**config.mk**
```make
export PLATFORM = sky130hd
export DESIGN_NAME = rv_core_top
export DESIGN_NICKNAME = d
export VERILOG_FILES = /design/src/logic/rv_core_pkg.sv /design/src/logic/idu.sv /design/src/logic/exu_alu.sv /design/src/logic/gpr_file.sv /design/src/logic/npc_unit.sv /design/src/logic/lsu.sv /design/src/logic/rv_core_top.sv
export SDC_FILE = /design/constraint.sdc
export NUM_CORES = 2
export LEC_CHECK = 0
export BUFFER_PORTS_ARGS = -buffer_cell sky130_fd_sc_hd__buf_2
export CAP_MARGIN = 20
export CORE_MARGIN = 2
export CORE_UTILIZATION = 50
export CTS_CLUSTER_DIAMETER = 50
export CTS_CLUSTER_SIZE = 10
export DETAILED_ROUTE_END_ITERATION = 10
export PLACE_DENSITY = 0.68
export SYNTH_ARGS = -nofsm -noshare
export SYNTH_HDL_FRONTEND = slang
export SYNTH_SLANG_ARGS = --single-unit
```
**constraint.sdc**
```tcl
create_clock -name clk -period 9.2 [get_ports clk]
set_input_delay 0.46 -clock clk [delete_from_list [all_inputs] [get_ports clk]]
set_output_delay 0.46 -clock clk [all_outputs]
set_load 0.02 [all_outputs]
```
**src/logic/rv_core_pkg.sv**
```systemverilog
package rv_core_pkg;

  localparam int XLEN = 32;

  // *************************************************************************
  // Encodings shared by decoder and datapath
  // *************************************************************************

  typedef enum logic [4:0] {
    alu_add,
    alu_sub,
    alu_sll,
    alu_slt,
    alu_sltu,
    alu_xor,
    alu_srl,
    alu_sra,
    alu_or,
    alu_and,
    alu_pass_b                       // LUI
  } alu_op_e;

  typedef enum logic [1:0] {
    npc_seq    = 2'd0,
    npc_jal_br = 2'd1,
    npc_jalr   = 2'd2
  } npc_sel_e;

  typedef enum logic [2:0] {
    br_eq     = 3'b000,              // Same as branch funct3
    br_ne     = 3'b001,
    br_always = 3'b010,              // JAL only
    br_lt     = 3'b100,
    br_ge     = 3'b101,
    br_ltu    = 3'b110,
    br_geu    = 3'b111
  } br_cond_e;

  typedef enum logic [1:0] {
    wb_alu      = 2'd0,
    wb_pc_plus4 = 2'd1,
    wb_auipc    = 2'd2,
    wb_load     = 2'd3
  } wb_sel_e;

  typedef enum logic [1:0] {
    mem_byte = 2'd0,
    mem_half = 2'd1,
    mem_word = 2'd2
  } mem_size_e;

  typedef struct packed {
    logic [4:0]      rs1;
    logic [4:0]      rs2;
    logic [4:0]      rd;
    logic [XLEN-1:0] imm;
    logic            alu_b_imm;
    alu_op_e         alu_op;
    npc_sel_e        npc_sel;
    br_cond_e        br_cond;
    logic            reg_wen;
    wb_sel_e         wb_sel;
    logic            mem_ren;
    logic            mem_wen;
    mem_size_e       mem_size;
    logic            mem_unsigned;
    logic            halt;
  } ctrl_t;

endpackage

```
**src/logic/idu.sv**
```systemverilog
`timescale 1ns/100ps

module idu (
  input  logic [31:0]        inst,
  output rv_core_pkg::ctrl_t ctrl
);

  import rv_core_pkg::*;

  logic [6:0]  opcode;
  logic [2:0]  funct3;
  logic [6:0]  funct7;
  logic        is_lui, is_auipc, is_jal, is_jalr, is_branch;
  logic        is_load, is_store, is_op_imm, is_op, is_ebreak;
  logic [31:0] u_imm, j_imm, b_imm, i_imm, s_imm;
  alu_op_e     arith_op;

  assign opcode = inst[6:0];
  assign funct3 = inst[14:12];
  assign funct7 = inst[31:25];

  // *************************************************************************
  // Opcode groups, only legal funct3/funct7 combinations
  // *************************************************************************

  assign is_lui    = opcode == 7'b01_101_11;
  assign is_auipc  = opcode == 7'b00_101_11;
  assign is_jal    = opcode == 7'b11_011_11;
  assign is_jalr   = opcode == 7'b11_001_11 && funct3 == 3'b000;
  assign is_branch = opcode == 7'b11_000_11 && funct3[2:1] != 2'b01;
  assign is_load   = opcode == 7'b00_000_11 && funct3 != 3'b011 && funct3[2:1] != 2'b11;
  assign is_store  = opcode == 7'b01_000_11 && !funct3[2] && funct3[1:0] != 2'b11;
  assign is_op_imm = opcode == 7'b00_100_11 &&
                     (funct3[1:0] != 2'b01 || funct7 == 7'b00000_00 ||
                      (funct3 == 3'b101 && funct7 == 7'b01000_00));
  assign is_op     = opcode == 7'b01_100_11 &&
                     (funct7 == 7'b00000_00 ||
                      (funct7 == 7'b01000_00 && (funct3 == 3'b000 || funct3 == 3'b101)));
  assign is_ebreak = inst == 32'b0000000_00001_00000_000_00000_11100_11;

  assign u_imm = {inst[31:12], 12'b0};
  assign j_imm = {{12{inst[31]}}, inst[19:12], inst[20], inst[30:21], 1'b0};
  assign b_imm = {{20{inst[31]}}, inst[7], inst[30:25], inst[11:8], 1'b0};
  assign i_imm = {{20{inst[31]}}, inst[31:20]};
  assign s_imm = {{20{inst[31]}}, inst[31:25], inst[11:7]};

  always_comb begin
    case (funct3)
      3'b000:  arith_op = (is_op && funct7[5]) ? alu_sub : alu_add;
      3'b001:  arith_op = alu_sll;
      3'b010:  arith_op = alu_slt;
      3'b011:  arith_op = alu_sltu;
      3'b100:  arith_op = alu_xor;
      3'b101:  arith_op = funct7[5] ? alu_sra : alu_srl;  // SRAI too
      3'b110:  arith_op = alu_or;
      default: arith_op = alu_and;
    endcase
  end

  always_comb begin
    ctrl     = '0;                   // Undecoded words do nothing
    ctrl.rs1 = inst[19:15];
    ctrl.rs2 = inst[24:20];
    ctrl.rd  = inst[11:7];
    if (is_lui) begin
      ctrl.imm       = u_imm;
      ctrl.alu_b_imm = 1'b1;
      ctrl.alu_op    = alu_pass_b;
      ctrl.reg_wen   = 1'b1;
    end else if (is_auipc) begin
      ctrl.imm     = u_imm;
      ctrl.reg_wen = 1'b1;
      ctrl.wb_sel  = wb_auipc;
    end else if (is_jal) begin
      ctrl.imm     = j_imm;
      ctrl.npc_sel = npc_jal_br;
      ctrl.br_cond = br_always;
      ctrl.reg_wen = 1'b1;
      ctrl.wb_sel  = wb_pc_plus4;
    end else if (is_jalr) begin
      ctrl.imm       = i_imm;
      ctrl.alu_b_imm = 1'b1;
      ctrl.npc_sel   = npc_jalr;
      ctrl.reg_wen   = 1'b1;
      ctrl.wb_sel    = wb_pc_plus4;
    end else if (is_branch) begin
      ctrl.imm     = b_imm;
      ctrl.npc_sel = npc_jal_br;
      ctrl.br_cond = br_cond_e'(funct3);
    end else if (is_load || is_store) begin
      ctrl.imm          = is_load ? i_imm : s_imm;
      ctrl.alu_b_imm    = 1'b1;      // Address is rs1 + imm
      ctrl.reg_wen      = is_load;
      ctrl.wb_sel       = wb_load;
      ctrl.mem_ren      = is_load;
      ctrl.mem_wen      = is_store;
      ctrl.mem_size     = mem_size_e'(funct3[1:0]);
      ctrl.mem_unsigned = funct3[2];
    end else if (is_op_imm || is_op) begin
      ctrl.imm       = i_imm;
      ctrl.alu_b_imm = is_op_imm;
      ctrl.alu_op    = arith_op;
      ctrl.reg_wen   = 1'b1;
    end else if (is_ebreak) begin
      ctrl.halt = 1'b1;
    end
  end

endmodule

```
**src/logic/exu_alu.sv**
```systemverilog
`timescale 1ns/100ps

module exu_alu (
  input  rv_core_pkg::alu_op_e op,
  input  logic [31:0]          a,
  input  logic [31:0]          b,
  output logic [31:0]          result
);

  import rv_core_pkg::*;

  logic [4:0]  shamt;
  logic [31:0] sum;
  logic        lt_signed;
  logic        lt_unsigned;

  assign shamt       = b[4:0];
  assign sum         = a + b;      // Also the memory address and JALR base
  assign lt_signed   = $signed(a) < $signed(b);
  assign lt_unsigned = a < b;

  always_comb begin
    case (op)
      alu_add:    result = sum;
      alu_sub:    result = a - b;
      alu_sll:    result = a << shamt;
      alu_slt:    result = {31'b0, lt_signed};
      alu_sltu:   result = {31'b0, lt_unsigned};
      alu_xor:    result = a ^ b;
      alu_srl:    result = a >> shamt;
      alu_sra:    result = $signed(a) >>> shamt;
      alu_or:     result = a | b;
      alu_and:    result = a & b;
      alu_pass_b: result = b;
      default:    result = sum;
    endcase
  end

endmodule

```
**src/logic/gpr_file.sv**
```systemverilog
`timescale 1ns/100ps

module gpr_file #(
  parameter int NUM_REGS = 32
) (
  input  logic        clk,
  input  logic        arst_n,
  input  logic [4:0]  rs1,
  input  logic [4:0]  rs2,
  output logic [31:0] rs1_data,
  output logic [31:0] rs2_data,
  input  logic        wen,
  input  logic [4:0]  rd,
  input  logic [31:0] wdata
);

  logic [31:0] regs [NUM_REGS];

  always_ff @(posedge clk or negedge arst_n) begin
    if (!arst_n) begin
      for (int i = 0; i < NUM_REGS; i++) begin
        regs[i] <= '0;
      end
    end else if (wen && rd != 5'd0 && int'(rd) < NUM_REGS) begin
      regs[rd] <= wdata;
    end
  end

  // x0 and unimplemented registers read zero
  assign rs1_data = (rs1 != 5'd0 && int'(rs1) < NUM_REGS) ? regs[rs1] : '0;
  assign rs2_data = (rs2 != 5'd0 && int'(rs2) < NUM_REGS) ? regs[rs2] : '0;

endmodule

```
**src/logic/npc_unit.sv**
```systemverilog
`timescale 1ns/100ps

module npc_unit #(
  parameter logic [rv_core_pkg::XLEN-1:0] RESET_PC = '0
) (
  input  logic               clk,
  input  logic               arst_n,
  input  rv_core_pkg::ctrl_t ctrl,
  input  logic [31:0]        rs1_data,
  input  logic [31:0]        rs2_data,
  input  logic [31:0]        alu_sum,
  output logic [31:0]        pc,
  output logic [31:0]        pc_plus4,
  output logic [31:0]        pc_imm,
  output logic               halted
);

  import rv_core_pkg::*;

  logic            br_taken;
  logic [XLEN-1:0] pc_next;

  assign pc_plus4 = pc + 32'd4;
  assign pc_imm   = pc + ctrl.imm;

  always_comb begin
    case (ctrl.br_cond)
      br_eq:     br_taken = rs1_data == rs2_data;
      br_ne:     br_taken = rs1_data != rs2_data;
      br_lt:     br_taken = $signed(rs1_data) < $signed(rs2_data);
      br_ge:     br_taken = $signed(rs1_data) >= $signed(rs2_data);
      br_ltu:    br_taken = rs1_data < rs2_data;
      br_geu:    br_taken = rs1_data >= rs2_data;
      br_always: br_taken = 1'b1;
      default:   br_taken = 1'b0;
    endcase
  end

  always_comb begin
    case (ctrl.npc_sel)
      npc_jal_br: pc_next = br_taken ? pc_imm : pc_plus4;
      npc_jalr:   pc_next = {alu_sum[31:1], 1'b0};
      default:    pc_next = pc_plus4;
    endcase
  end

  always_ff @(posedge clk or negedge arst_n) begin
    if (!arst_n) begin
      pc     <= RESET_PC;
      halted <= 1'b0;
    end else if (!halted) begin
      halted <= ctrl.halt;
      if (!ctrl.halt) begin
        pc <= pc_next;             // EBREAK keeps its own address
      end
    end
  end

endmodule

```
**src/logic/lsu.sv**
```systemverilog
`timescale 1ns/100ps

module lsu (
  input  rv_core_pkg::ctrl_t ctrl,
  input  logic [31:0]        addr,
  input  logic [31:0]        store_data,
  input  logic               enable,
  output logic [31:0]        dmem_addr,
  output logic [31:0]        dmem_wdata,
  output logic [3:0]         dmem_wstrb,
  output logic               dmem_wen,
  output logic               dmem_ren,
  input  logic [31:0]        dmem_rdata,
  output logic [31:0]        load_data
);

  import rv_core_pkg::*;

  logic [1:0]  lane;
  logic [3:0]  strb;
  logic [7:0]  rd_byte;
  logic [15:0] rd_half;
  logic        sext;

  assign lane      = addr[1:0];
  assign dmem_addr = {addr[31:2], 2'b00};
  assign dmem_wen  = ctrl.mem_wen & enable;
  assign dmem_ren  = ctrl.mem_ren & enable;

  // *************************************************************************
  // Store lanes
  // *************************************************************************

  always_comb begin
    case (ctrl.mem_size)
      mem_byte: begin
        dmem_wdata = {4{store_data[7:0]}};
        strb       = 4'b0001 << lane;
      end
      mem_half: begin
        dmem_wdata = {2{store_data[15:0]}};
        strb       = lane[1] ? 4'b1100 : 4'b0011;
      end
      default: begin
        dmem_wdata = store_data;
        strb       = 4'b1111;
      end
    endcase
  end

  assign dmem_wstrb = dmem_wen ? strb : 4'b0000;

  // *************************************************************************
  // Load extraction
  // *************************************************************************

  assign rd_byte = dmem_rdata[{lane, 3'b000} +: 8];
  assign rd_half = lane[1] ? dmem_rdata[31:16] : dmem_rdata[15:0];
  assign sext    = !ctrl.mem_unsigned;

  always_comb begin
    case (ctrl.mem_size)
      mem_byte: load_data = {{24{sext & rd_byte[7]}}, rd_byte};
      mem_half: load_data = {{16{sext & rd_half[15]}}, rd_half};
      default:  load_data = dmem_rdata;
    endcase
  end

endmodule

```
**src/logic/rv_core_top.sv**
```systemverilog
`timescale 1ns/100ps

module rv_core_top #(
  parameter logic [rv_core_pkg::XLEN-1:0] RESET_PC = '0,
  parameter int                           NUM_REGS = 32
) (
  input  logic                         clk,
  input  logic                         arst_n,
  output logic [rv_core_pkg::XLEN-1:0] imem_addr,
  input  logic [31:0]                  imem_rdata,
  output logic [rv_core_pkg::XLEN-1:0] dmem_addr,
  output logic [rv_core_pkg::XLEN-1:0] dmem_wdata,
  output logic [3:0]                   dmem_wstrb,
  output logic                         dmem_wen,
  output logic                         dmem_ren,
  input  logic [rv_core_pkg::XLEN-1:0] dmem_rdata,
  output logic                         halted
);

  import rv_core_pkg::*;

  ctrl_t           ctrl;
  logic [XLEN-1:0] rs1_data, rs2_data;
  logic [XLEN-1:0] alu_b, alu_result;
  logic [XLEN-1:0] pc, pc_plus4, pc_imm;
  logic [XLEN-1:0] load_data, wb_data;
  logic            reg_wen;

  assign imem_addr = pc;
  assign alu_b     = ctrl.alu_b_imm ? ctrl.imm : rs2_data;
  assign reg_wen   = ctrl.reg_wen & ~halted;  // No retire after EBREAK

  always_comb begin
    case (ctrl.wb_sel)
      wb_pc_plus4: wb_data = pc_plus4;
      wb_auipc:    wb_data = pc_imm;
      wb_load:     wb_data = load_data;
      default:     wb_data = alu_result;
    endcase
  end

  idu u_idu (
    .inst (imem_rdata),
    .ctrl (ctrl)
  );

  gpr_file #(
    .NUM_REGS (NUM_REGS)
  ) u_gpr_file (
    .clk      (clk),
    .arst_n   (arst_n),
    .rs1      (ctrl.rs1),
    .rs2      (ctrl.rs2),
    .rs1_data (rs1_data),
    .rs2_data (rs2_data),
    .wen      (reg_wen),
    .rd       (ctrl.rd),
    .wdata    (wb_data)
  );

  exu_alu u_exu_alu (
    .op     (ctrl.alu_op),
    .a      (rs1_data),
    .b      (alu_b),
    .result (alu_result)
  );

  npc_unit #(
    .RESET_PC (RESET_PC)
  ) u_npc_unit (
    .clk      (clk),
    .arst_n   (arst_n),
    .ctrl     (ctrl),
    .rs1_data (rs1_data),
    .rs2_data (rs2_data),
    .alu_sum  (alu_result),
    .pc       (pc),
    .pc_plus4 (pc_plus4),
    .pc_imm   (pc_imm),
    .halted   (halted)
  );

  lsu u_lsu (
    .ctrl       (ctrl),
    .addr       (alu_result),
    .store_data (rs2_data),
    .enable     (~halted),
    .dmem_addr  (dmem_addr),
    .dmem_wdata (dmem_wdata),
    .dmem_wstrb (dmem_wstrb),
    .dmem_wen   (dmem_wen),
    .dmem_ren   (dmem_ren),
    .dmem_rdata (dmem_rdata),
    .load_data  (load_data)
  );

endmodule

```
### Word level (Yosys, flattened, before mapping)

Index checks and enable logic that the tools add are counted.

* add/subtract/negate cells: 4
* magnitude comparators: 10
* equal/unequal tests: 46
* shifts and indexed selects: 5
* mux-type cells: 70
* bitwise operators: 13
* reduce and logical (&&, ||, !) cells: 29

Operators by type and width (count)
* $bwmux W1024: 1
* $mux W32: 12
* $bmux W32 S5: 2
* $pmux W32 S10: 1
* $mux W38: 8
* $mux W33: 7
* $pmux W32 S2: 3
* $demux W32 S5: 1
* $lt A32 B32 Y1: 4
* $pmux W32 S3: 1
* $add A32 B32 Y32: 2
* $ge A32 B32 Y1: 2
* $pmux W5 S7: 1
* $add A32 B3 Y32 const B: 1
* $and A32 B32 Y32: 1
* $eq A32 B21 Y1 const B: 1
* $eq A32 B32 Y1: 1
* $ne A32 B32 Y1: 1
* $or A32 B32 Y32: 1
* $shiftx A32 B6 Y8: 1
* $shl A32 B5 Y32: 1
* $shr A32 B5 Y32: 1
* $sshr A32 B5 Y32: 1
* $sub A32 B32 Y32: 1
* 44 further kinds: 121

* bits in registers: 1057
* output and inout bits: 103

### Longest topological paths before layout

* depth after elaboration: 34
* depth in mapped cells: 32
* mapped depth without buffers: 23

### By module

Synthesis repeated with hierarchy kept, for this count alone.

* cells, all modules: 6232
* area total of the unflattened synthesis: 73052.6 um^2

By module, submodules not included
* gpr_file: times used 1, cells an instance 3768, area an instance 54596.1 um^2
* exu_alu: times used 1, cells an instance 1297, area an instance 9334.0 um^2
* npc_unit: times used 1, cells an instance 715, area an instance 5358.9 um^2
* lsu: times used 1, cells an instance 209, area an instance 1445.1 um^2
* rv_core_top: times used 1, cells an instance 77, area an instance 1203.7 um^2
* idu: times used 1, cells an instance 166, area an instance 1114.8 um^2

### Worst setup path after synthesis

OpenSTA, ideal clock, no wires.

* kind: input to register
* start: in imem_rdata[20]
* end: reg u_gpr_file.regs[511] in the netlist's numbering
* arrival: 7.816 ns
* setup slack: 1.302 ns
* stages on the path: 28
* path buffers: 10
* path through: buf_6 buf_8 buf_6 buf_8 buf_2 buf_1 buf_1 buf_1 mux4_2 mux4_2 a21oi_1 nand2_1 o21ai_0 ha_1 clkbuf_1 inv_1 a21oi_1 o21ai_0 or3_1 o211ai_1 a21oi_1 a2111oi_0 o21ai_0 o221a_2 o21ai_0 o21ai_0 clkbuf_1 o21ai_0

* elaborated cells on any way between the ends: 45
* classes of those cells: add/sub: 3; order compare: 2; shift: 4; mux: 29; bitwise: 6; reduce/logical: 1

RTL lines
* from (decl): line rv_core_top.sv:10 `input logic [31:0] imem_rdata,`
* $mux W38: line idu.sv:99 `end else if (is_op_imm || is_op) begin`
* $mux W38: line idu.sv:90 `end else if (is_load || is_store) begin`
* $mux W38: line idu.sv:86 `end else if (is_branch) begin`
* $mux W38: line idu.sv:80 `end else if (is_jalr) begin`
* $mux W38: line idu.sv:74 `end else if (is_jal) begin`
* $mux W38: line idu.sv:70 `end else if (is_auipc) begin`
* $mux W38: line idu.sv:65 `if (is_lui) begin`
* $mux W33: line idu.sv:90
* [... 8 more ...]
* $mux W32: line idu.sv:70
* $mux W38: line idu.sv:65
* $mux W32 (*): line rv_core_top.sv:30 `assign alu_b = ctrl.alu_b_imm ? ctrl.imm : rs2_data;`
* $add A32 B32 Y32 (tied with other cells): line exu_alu.sv:18 `assign sum = a + b;`
* $pmux W32 S10 (*): line exu_alu.sv:23 `case (op)`
* named net dmem_addr (one bit): line rv_core_top.sv:11 `output logic [rv_core_pkg::XLEN-1:0] dmem_addr,`
* $pmux W32 S3 (*): line rv_core_top.sv:34 `case (ctrl.wb_sel)`
* $bwmux W1024 (*): line gpr_file.sv:25 `regs[rd] <= wdata;`
* to (signal, indexed assignment): line gpr_file.sv:25
* to (decl): line gpr_file.sv:17 `logic [31:0] regs [NUM_REGS];`

The timed path passes the listed nets; every way through them passes the cells marked *. The select of a mux whose other input is x is not followed.
A chain may end at the register's enable or synchronous reset.

### Final worst setup path

* start: in imem_rdata[21]
* end: out dmem_addr[29] in the netlist's numbering

* longest elaborated chain between the ends: 21
* elaborated cells on any way between the ends: 35
* classes of those cells: add/sub: 2; shift: 3; mux: 25; bitwise: 4; reduce/logical: 1

RTL lines (line)
* $mux W38: idu.sv:99
* $mux W38: idu.sv:90
* $mux W38: idu.sv:86
* $mux W38: idu.sv:80
* $mux W38: idu.sv:74
* $mux W38: idu.sv:70
* $mux W38: idu.sv:65
* $mux W33: idu.sv:90
* [... 5 more ...]
* $mux W32: idu.sv:86
* $mux W33: idu.sv:80
* $mux W32: idu.sv:74
* $mux W32: idu.sv:70
* $mux W38: idu.sv:65
* $mux W32 (*): rv_core_top.sv:30
* $add A32 B32 Y32 (tied with other cells): exu_alu.sv:18
* $pmux W32 S10 (*): exu_alu.sv:23
* to (decl): rv_core_top.sv:11

Mark *: on every way between the ends. The rest lies on a longest branch, timed or not. The select of a mux whose other input is x is not followed.

==> flow_metrics.env <==
export IMPL_status="completed"
export IMPL_worstPathArrival_ns=7.74
export IMPL_crit_path_start="imem_rdata[21]"
export IMPL_postSynthCellCount=6588
export IMPL_switchingPower_mw=3.68
export IMPL_crit_family="compound AO/OA/AOI/OAI gates"
export IMPL_dpl_cell_count=8334
export IMPL_dp_hpwl_um=229000
export IMPL_syn_area_mm2=0.0720
export IMPL_nFillCells=12100
export IMPL_htree_num_levels=4
export IMPL_clk_path_buf_depth=3
export IMPL_antenna_found_initial=28
export IMPL_synth_edf_count=0
export IMPL_p_comb_share_pct=16.9
export IMPL_worst_path_buf_inv=5
export IMPL_clock_sinks=1057
export IMPL_numCtsBuffers=139
export IMPL_multi_input_area_mm2=0.0426
export IMPL_yosysSeqAreaShare_pct=36.7
export IMPL_synth_warnings=0
export IMPL_fin_skew_ns=0.0619
export IMPL_grt_pass1_wl_um=453000
export IMPL_track_usage_pct=43.4
export IMPL_startpoint_type="primary input"
export IMPL_fp_coreArea_mm2=0.143
export IMPL_vias_per_cell=7.23
export IMPL_port_buffers=166
export IMPL_regToRegEndpoint="u_gpr_file.regs[804]"
export IMPL_critPathMaxStageDelay_ns=0.75
export IMPL_first_pass_iters=8
export IMPL_ys_seq_elements=1057
export IMPL_powerDensity_mw_per_mm2=150
export IMPL_cts_tree="yes"
export IMPL_drt_iter0_drc=8139
export IMPL_hold_class="primary input to asynchronous set/reset pin"
export IMPL_area_growth_pct=11.7
export IMPL_crit_slowest_cell="a21oi_1"
export IMPL_setup_viol=0
export IMPL_synth_ff_type="dfrtp_1"
export IMPL_power_leakage_nw=35.1
export IMPL_max_freq_mhz=122
export IMPL_critPathRequiredTime_ns=8.74
export IMPL_period_needed_ns=8.20
export IMPL_slew_headroom_pct=16.4
export IMPL_cts_setup_buffers=0
export IMPL_pre_cts_ws_ns=0.840
export IMPL_dpl_cell_area_mm2=0.0759
export IMPL_place_gp_congestion=1.09
export IMPL_dieHeight_um=384
export IMPL_drv_slew=0
export IMPL_fin_cells=8556
export IMPL_nNetsFinal=6814
export IMPL_hold_viol_final=0
export IMPL_path_clk_slew_ns=0.05
export IMPL_ios=169
export IMPL_grt_max_degree=183
export IMPL_drv_cap=0
export IMPL_r2r_worst_path_cells=19
export IMPL_p_clk_share_pct=42.9
export IMPL_synth_distinct_cells=119
export IMPL_cts_resized=0
export IMPL_path_cells="buf_8, buf_12, buf_4, mux4_2, mux4_2, nor2b_1, a21oi_1, nand2_1, a21boi_0, ha_1, buf_4, a21oi_1, o21ai_0, or3_1, o211ai_1, a21oi_1, a2111oi_0, nor2_1, or3_1, and4_1, or3_4, buf_2"
export IMPL_setup_tns_ns=0
export IMPL_fp_dieW_um=384
export IMPL_r2r_start="u_gpr_file.regs[519]"
export IMPL_wirelength_um=322000
export IMPL_layout_common_cells="dfrtp_1 (1057), nand2_1 (711), mux4_2 (592)"
export IMPL_register_area_mm2=0.0265
export IMPL_wl_per_cell_um=37.6
export IMPL_swShare_pct=30.4
export IMPL_cp_common_cell="a21oi_1"
export IMPL_ir_worst_vdd_mv=0.181
export IMPL_grt_ovfl_total=0
export IMPL_rows=139
export IMPL_final_common_cell="dfrtp_1"
export IMPL_rsz0062_at_grt="false"
export IMPL_crit_cells=22
export IMPL_clockRootBuffer="clkbuf_16"
export IMPL_setup_ws_ns=1.00
export IMPL_ant_nets=0
export IMPL_intPower_mw=8.41
export IMPL_worstSetupPathType="primary input to primary output"
export IMPL_async_flop_share_pct=100
export IMPL_first_global_vias=60100
export IMPL_cp_end_kind="primary output"
export IMPL_final_area_mm2=0.0805
export IMPL_path_max_fanout=84
export IMPL_clock_latency_ns=0.82
export IMPL_start_util_pct=50.3
export IMPL_endpoint="dmem_addr[29]"
export IMPL_tightest_slew_ns=1.25
export IMPL_drc=0
export IMPL_avgSynthCellArea_um2=10.9
export IMPL_num_vias=61900
export IMPL_seq_power_share_pct=40.3
export IMPL_timing_final_crit_share_pct=89.1
export IMPL_r2r_slack_ns=1.74
export IMPL_dieArea_mm2=0.147
export IMPL_drive_gt1_share_pct=30.4
export IMPL_cts_hold_buf=1
-- power groups by stage --
| stage | registers, mW | clock network [mW] | logic [mW] |
|---|---|---|---|
| after floorplan | 4.93 | 0 | 1.14 |
| after global placement | 4.94 | 0 | 1.97 |
| after detailed placement | 4.94 | 0 | 1.97 |
| after CTS | 4.86 | 5.22 | 1.98 |
| after global routing | 4.88 | 5.41 | 2.12 |
| final | 4.87 | 5.18 | 2.04 |
-- worst min path at each step --
stage	startpoint	endpoint	slack (ns)	depth (start not counted)
floorplan	arst_n	u_gpr_file.regs[0]	0.16	0
global placement	u_gpr_file.regs[1007]	u_gpr_file.regs[1007]	0.36	0
detailed placement	u_gpr_file.regs[993]	u_gpr_file.regs[993]	0.36	0
CTS	arst_n	u_gpr_file.regs[731]	0.27	2
global route	arst_n	u_gpr_file.regs[731]	0.35	2
finish	arst_n	u_gpr_file.regs[731]	0.27	2
-- kinds of logic after synthesis --
logic type | share of synthesized area, %
AOI/OAI and AO/OA | 15.7
muxes | 30.1
other | 0.00520
and+or+nand+nor | 9.09
DFF | 36.7
xor gates and xnor gates | 0.790
buffers and inverters | 4.72
adders and majority gates | 2.86
-- metal layers --
| metal | share of wire (%) | vias up | global-route usage (%) |
|---|---|---|---|
| met1 | 39 | 31800 | 58.5 |
| met5 | 0.071 | - | 0 |
| met4 | 7.0 | 30 | 26.0 |
| met3 | 11 | 996 | 12.5 |
| li1 | - | 25100 | - |
| met2 | 43 | 4022 | 62.2 |
-- through the flow --
step,hold slack [ns],power [mW],utilization [%]
after CTS,0.269,12.1,56.0
after global routing,0.349,12.4,56.1
after detailed placement,0.363,6.91,53.0
final,0.269,12.1,56.2
after floorplan,0.164,6.07,-
after global placement,0.361,6.91,52.8
-- registers in the layout, indices dropped and copies added (netlist names) --
register           flops
u_npc_unit.pc         32
u_npc_unit.halted      1
u_gpr_file.regs     1024
-- Yosys cell counts, types with 33 or more instances --
cell / n / area share, %
o221ai_1: 60 / 0.73
a22oi_1: 39 / 0.41
dfrtp_1: 1057 / 37
nand3_1: 72 / 0.50
o22ai_1: 64 / 0.56
o31ai_1: 102 / 1.1
o21ai_0: 518 / 3.6
mux2i_1: 159 / 2.2
mux4_2: 592 / 19
a221oi_1: 53 / 0.64
nor2_1: 358 / 1.9
a21oi_1: 258 / 1.8
inv_1: 126 / 0.66
a31oi_1: 63 / 0.55
mux2_2: 546 / 8.5
a21o_1: 75 / 0.78
nor3_1: 73 / 0.51
buf_1: 54 / 0.28
o21a_1: 36 / 0.38
a211oi_1: 33 / 0.34
o211ai_1: 89 / 0.93
ha_1: 163 / 2.8
clkbuf_1: 401 / 2.1
o41ai_1: 36 / 0.44
nand4_1: 37 / 0.32
xnor2_1: 36 / 0.44
nor2b_1: 45 / 0.39
buf_2: 129 / 0.90
nand2_1: 712 / 3.7
-- layout make-up --
| cell class | count | share of cell area (%) |
|---|---|---|
| multi-input combinational | 4747 | 53.0 |
| sequential | 1057 | 32.9 |
| timing repair buffer | 495 | 5.18 |
| clock buffer | 162 | 4.60 |
| tap | 1903 | 2.96 |
| inverter | 144 | 0.683 |
| clock inverter | 33 | 0.676 |
| antenna | 15 | 0.0466 |
Power figures use the tool's default switching activity.
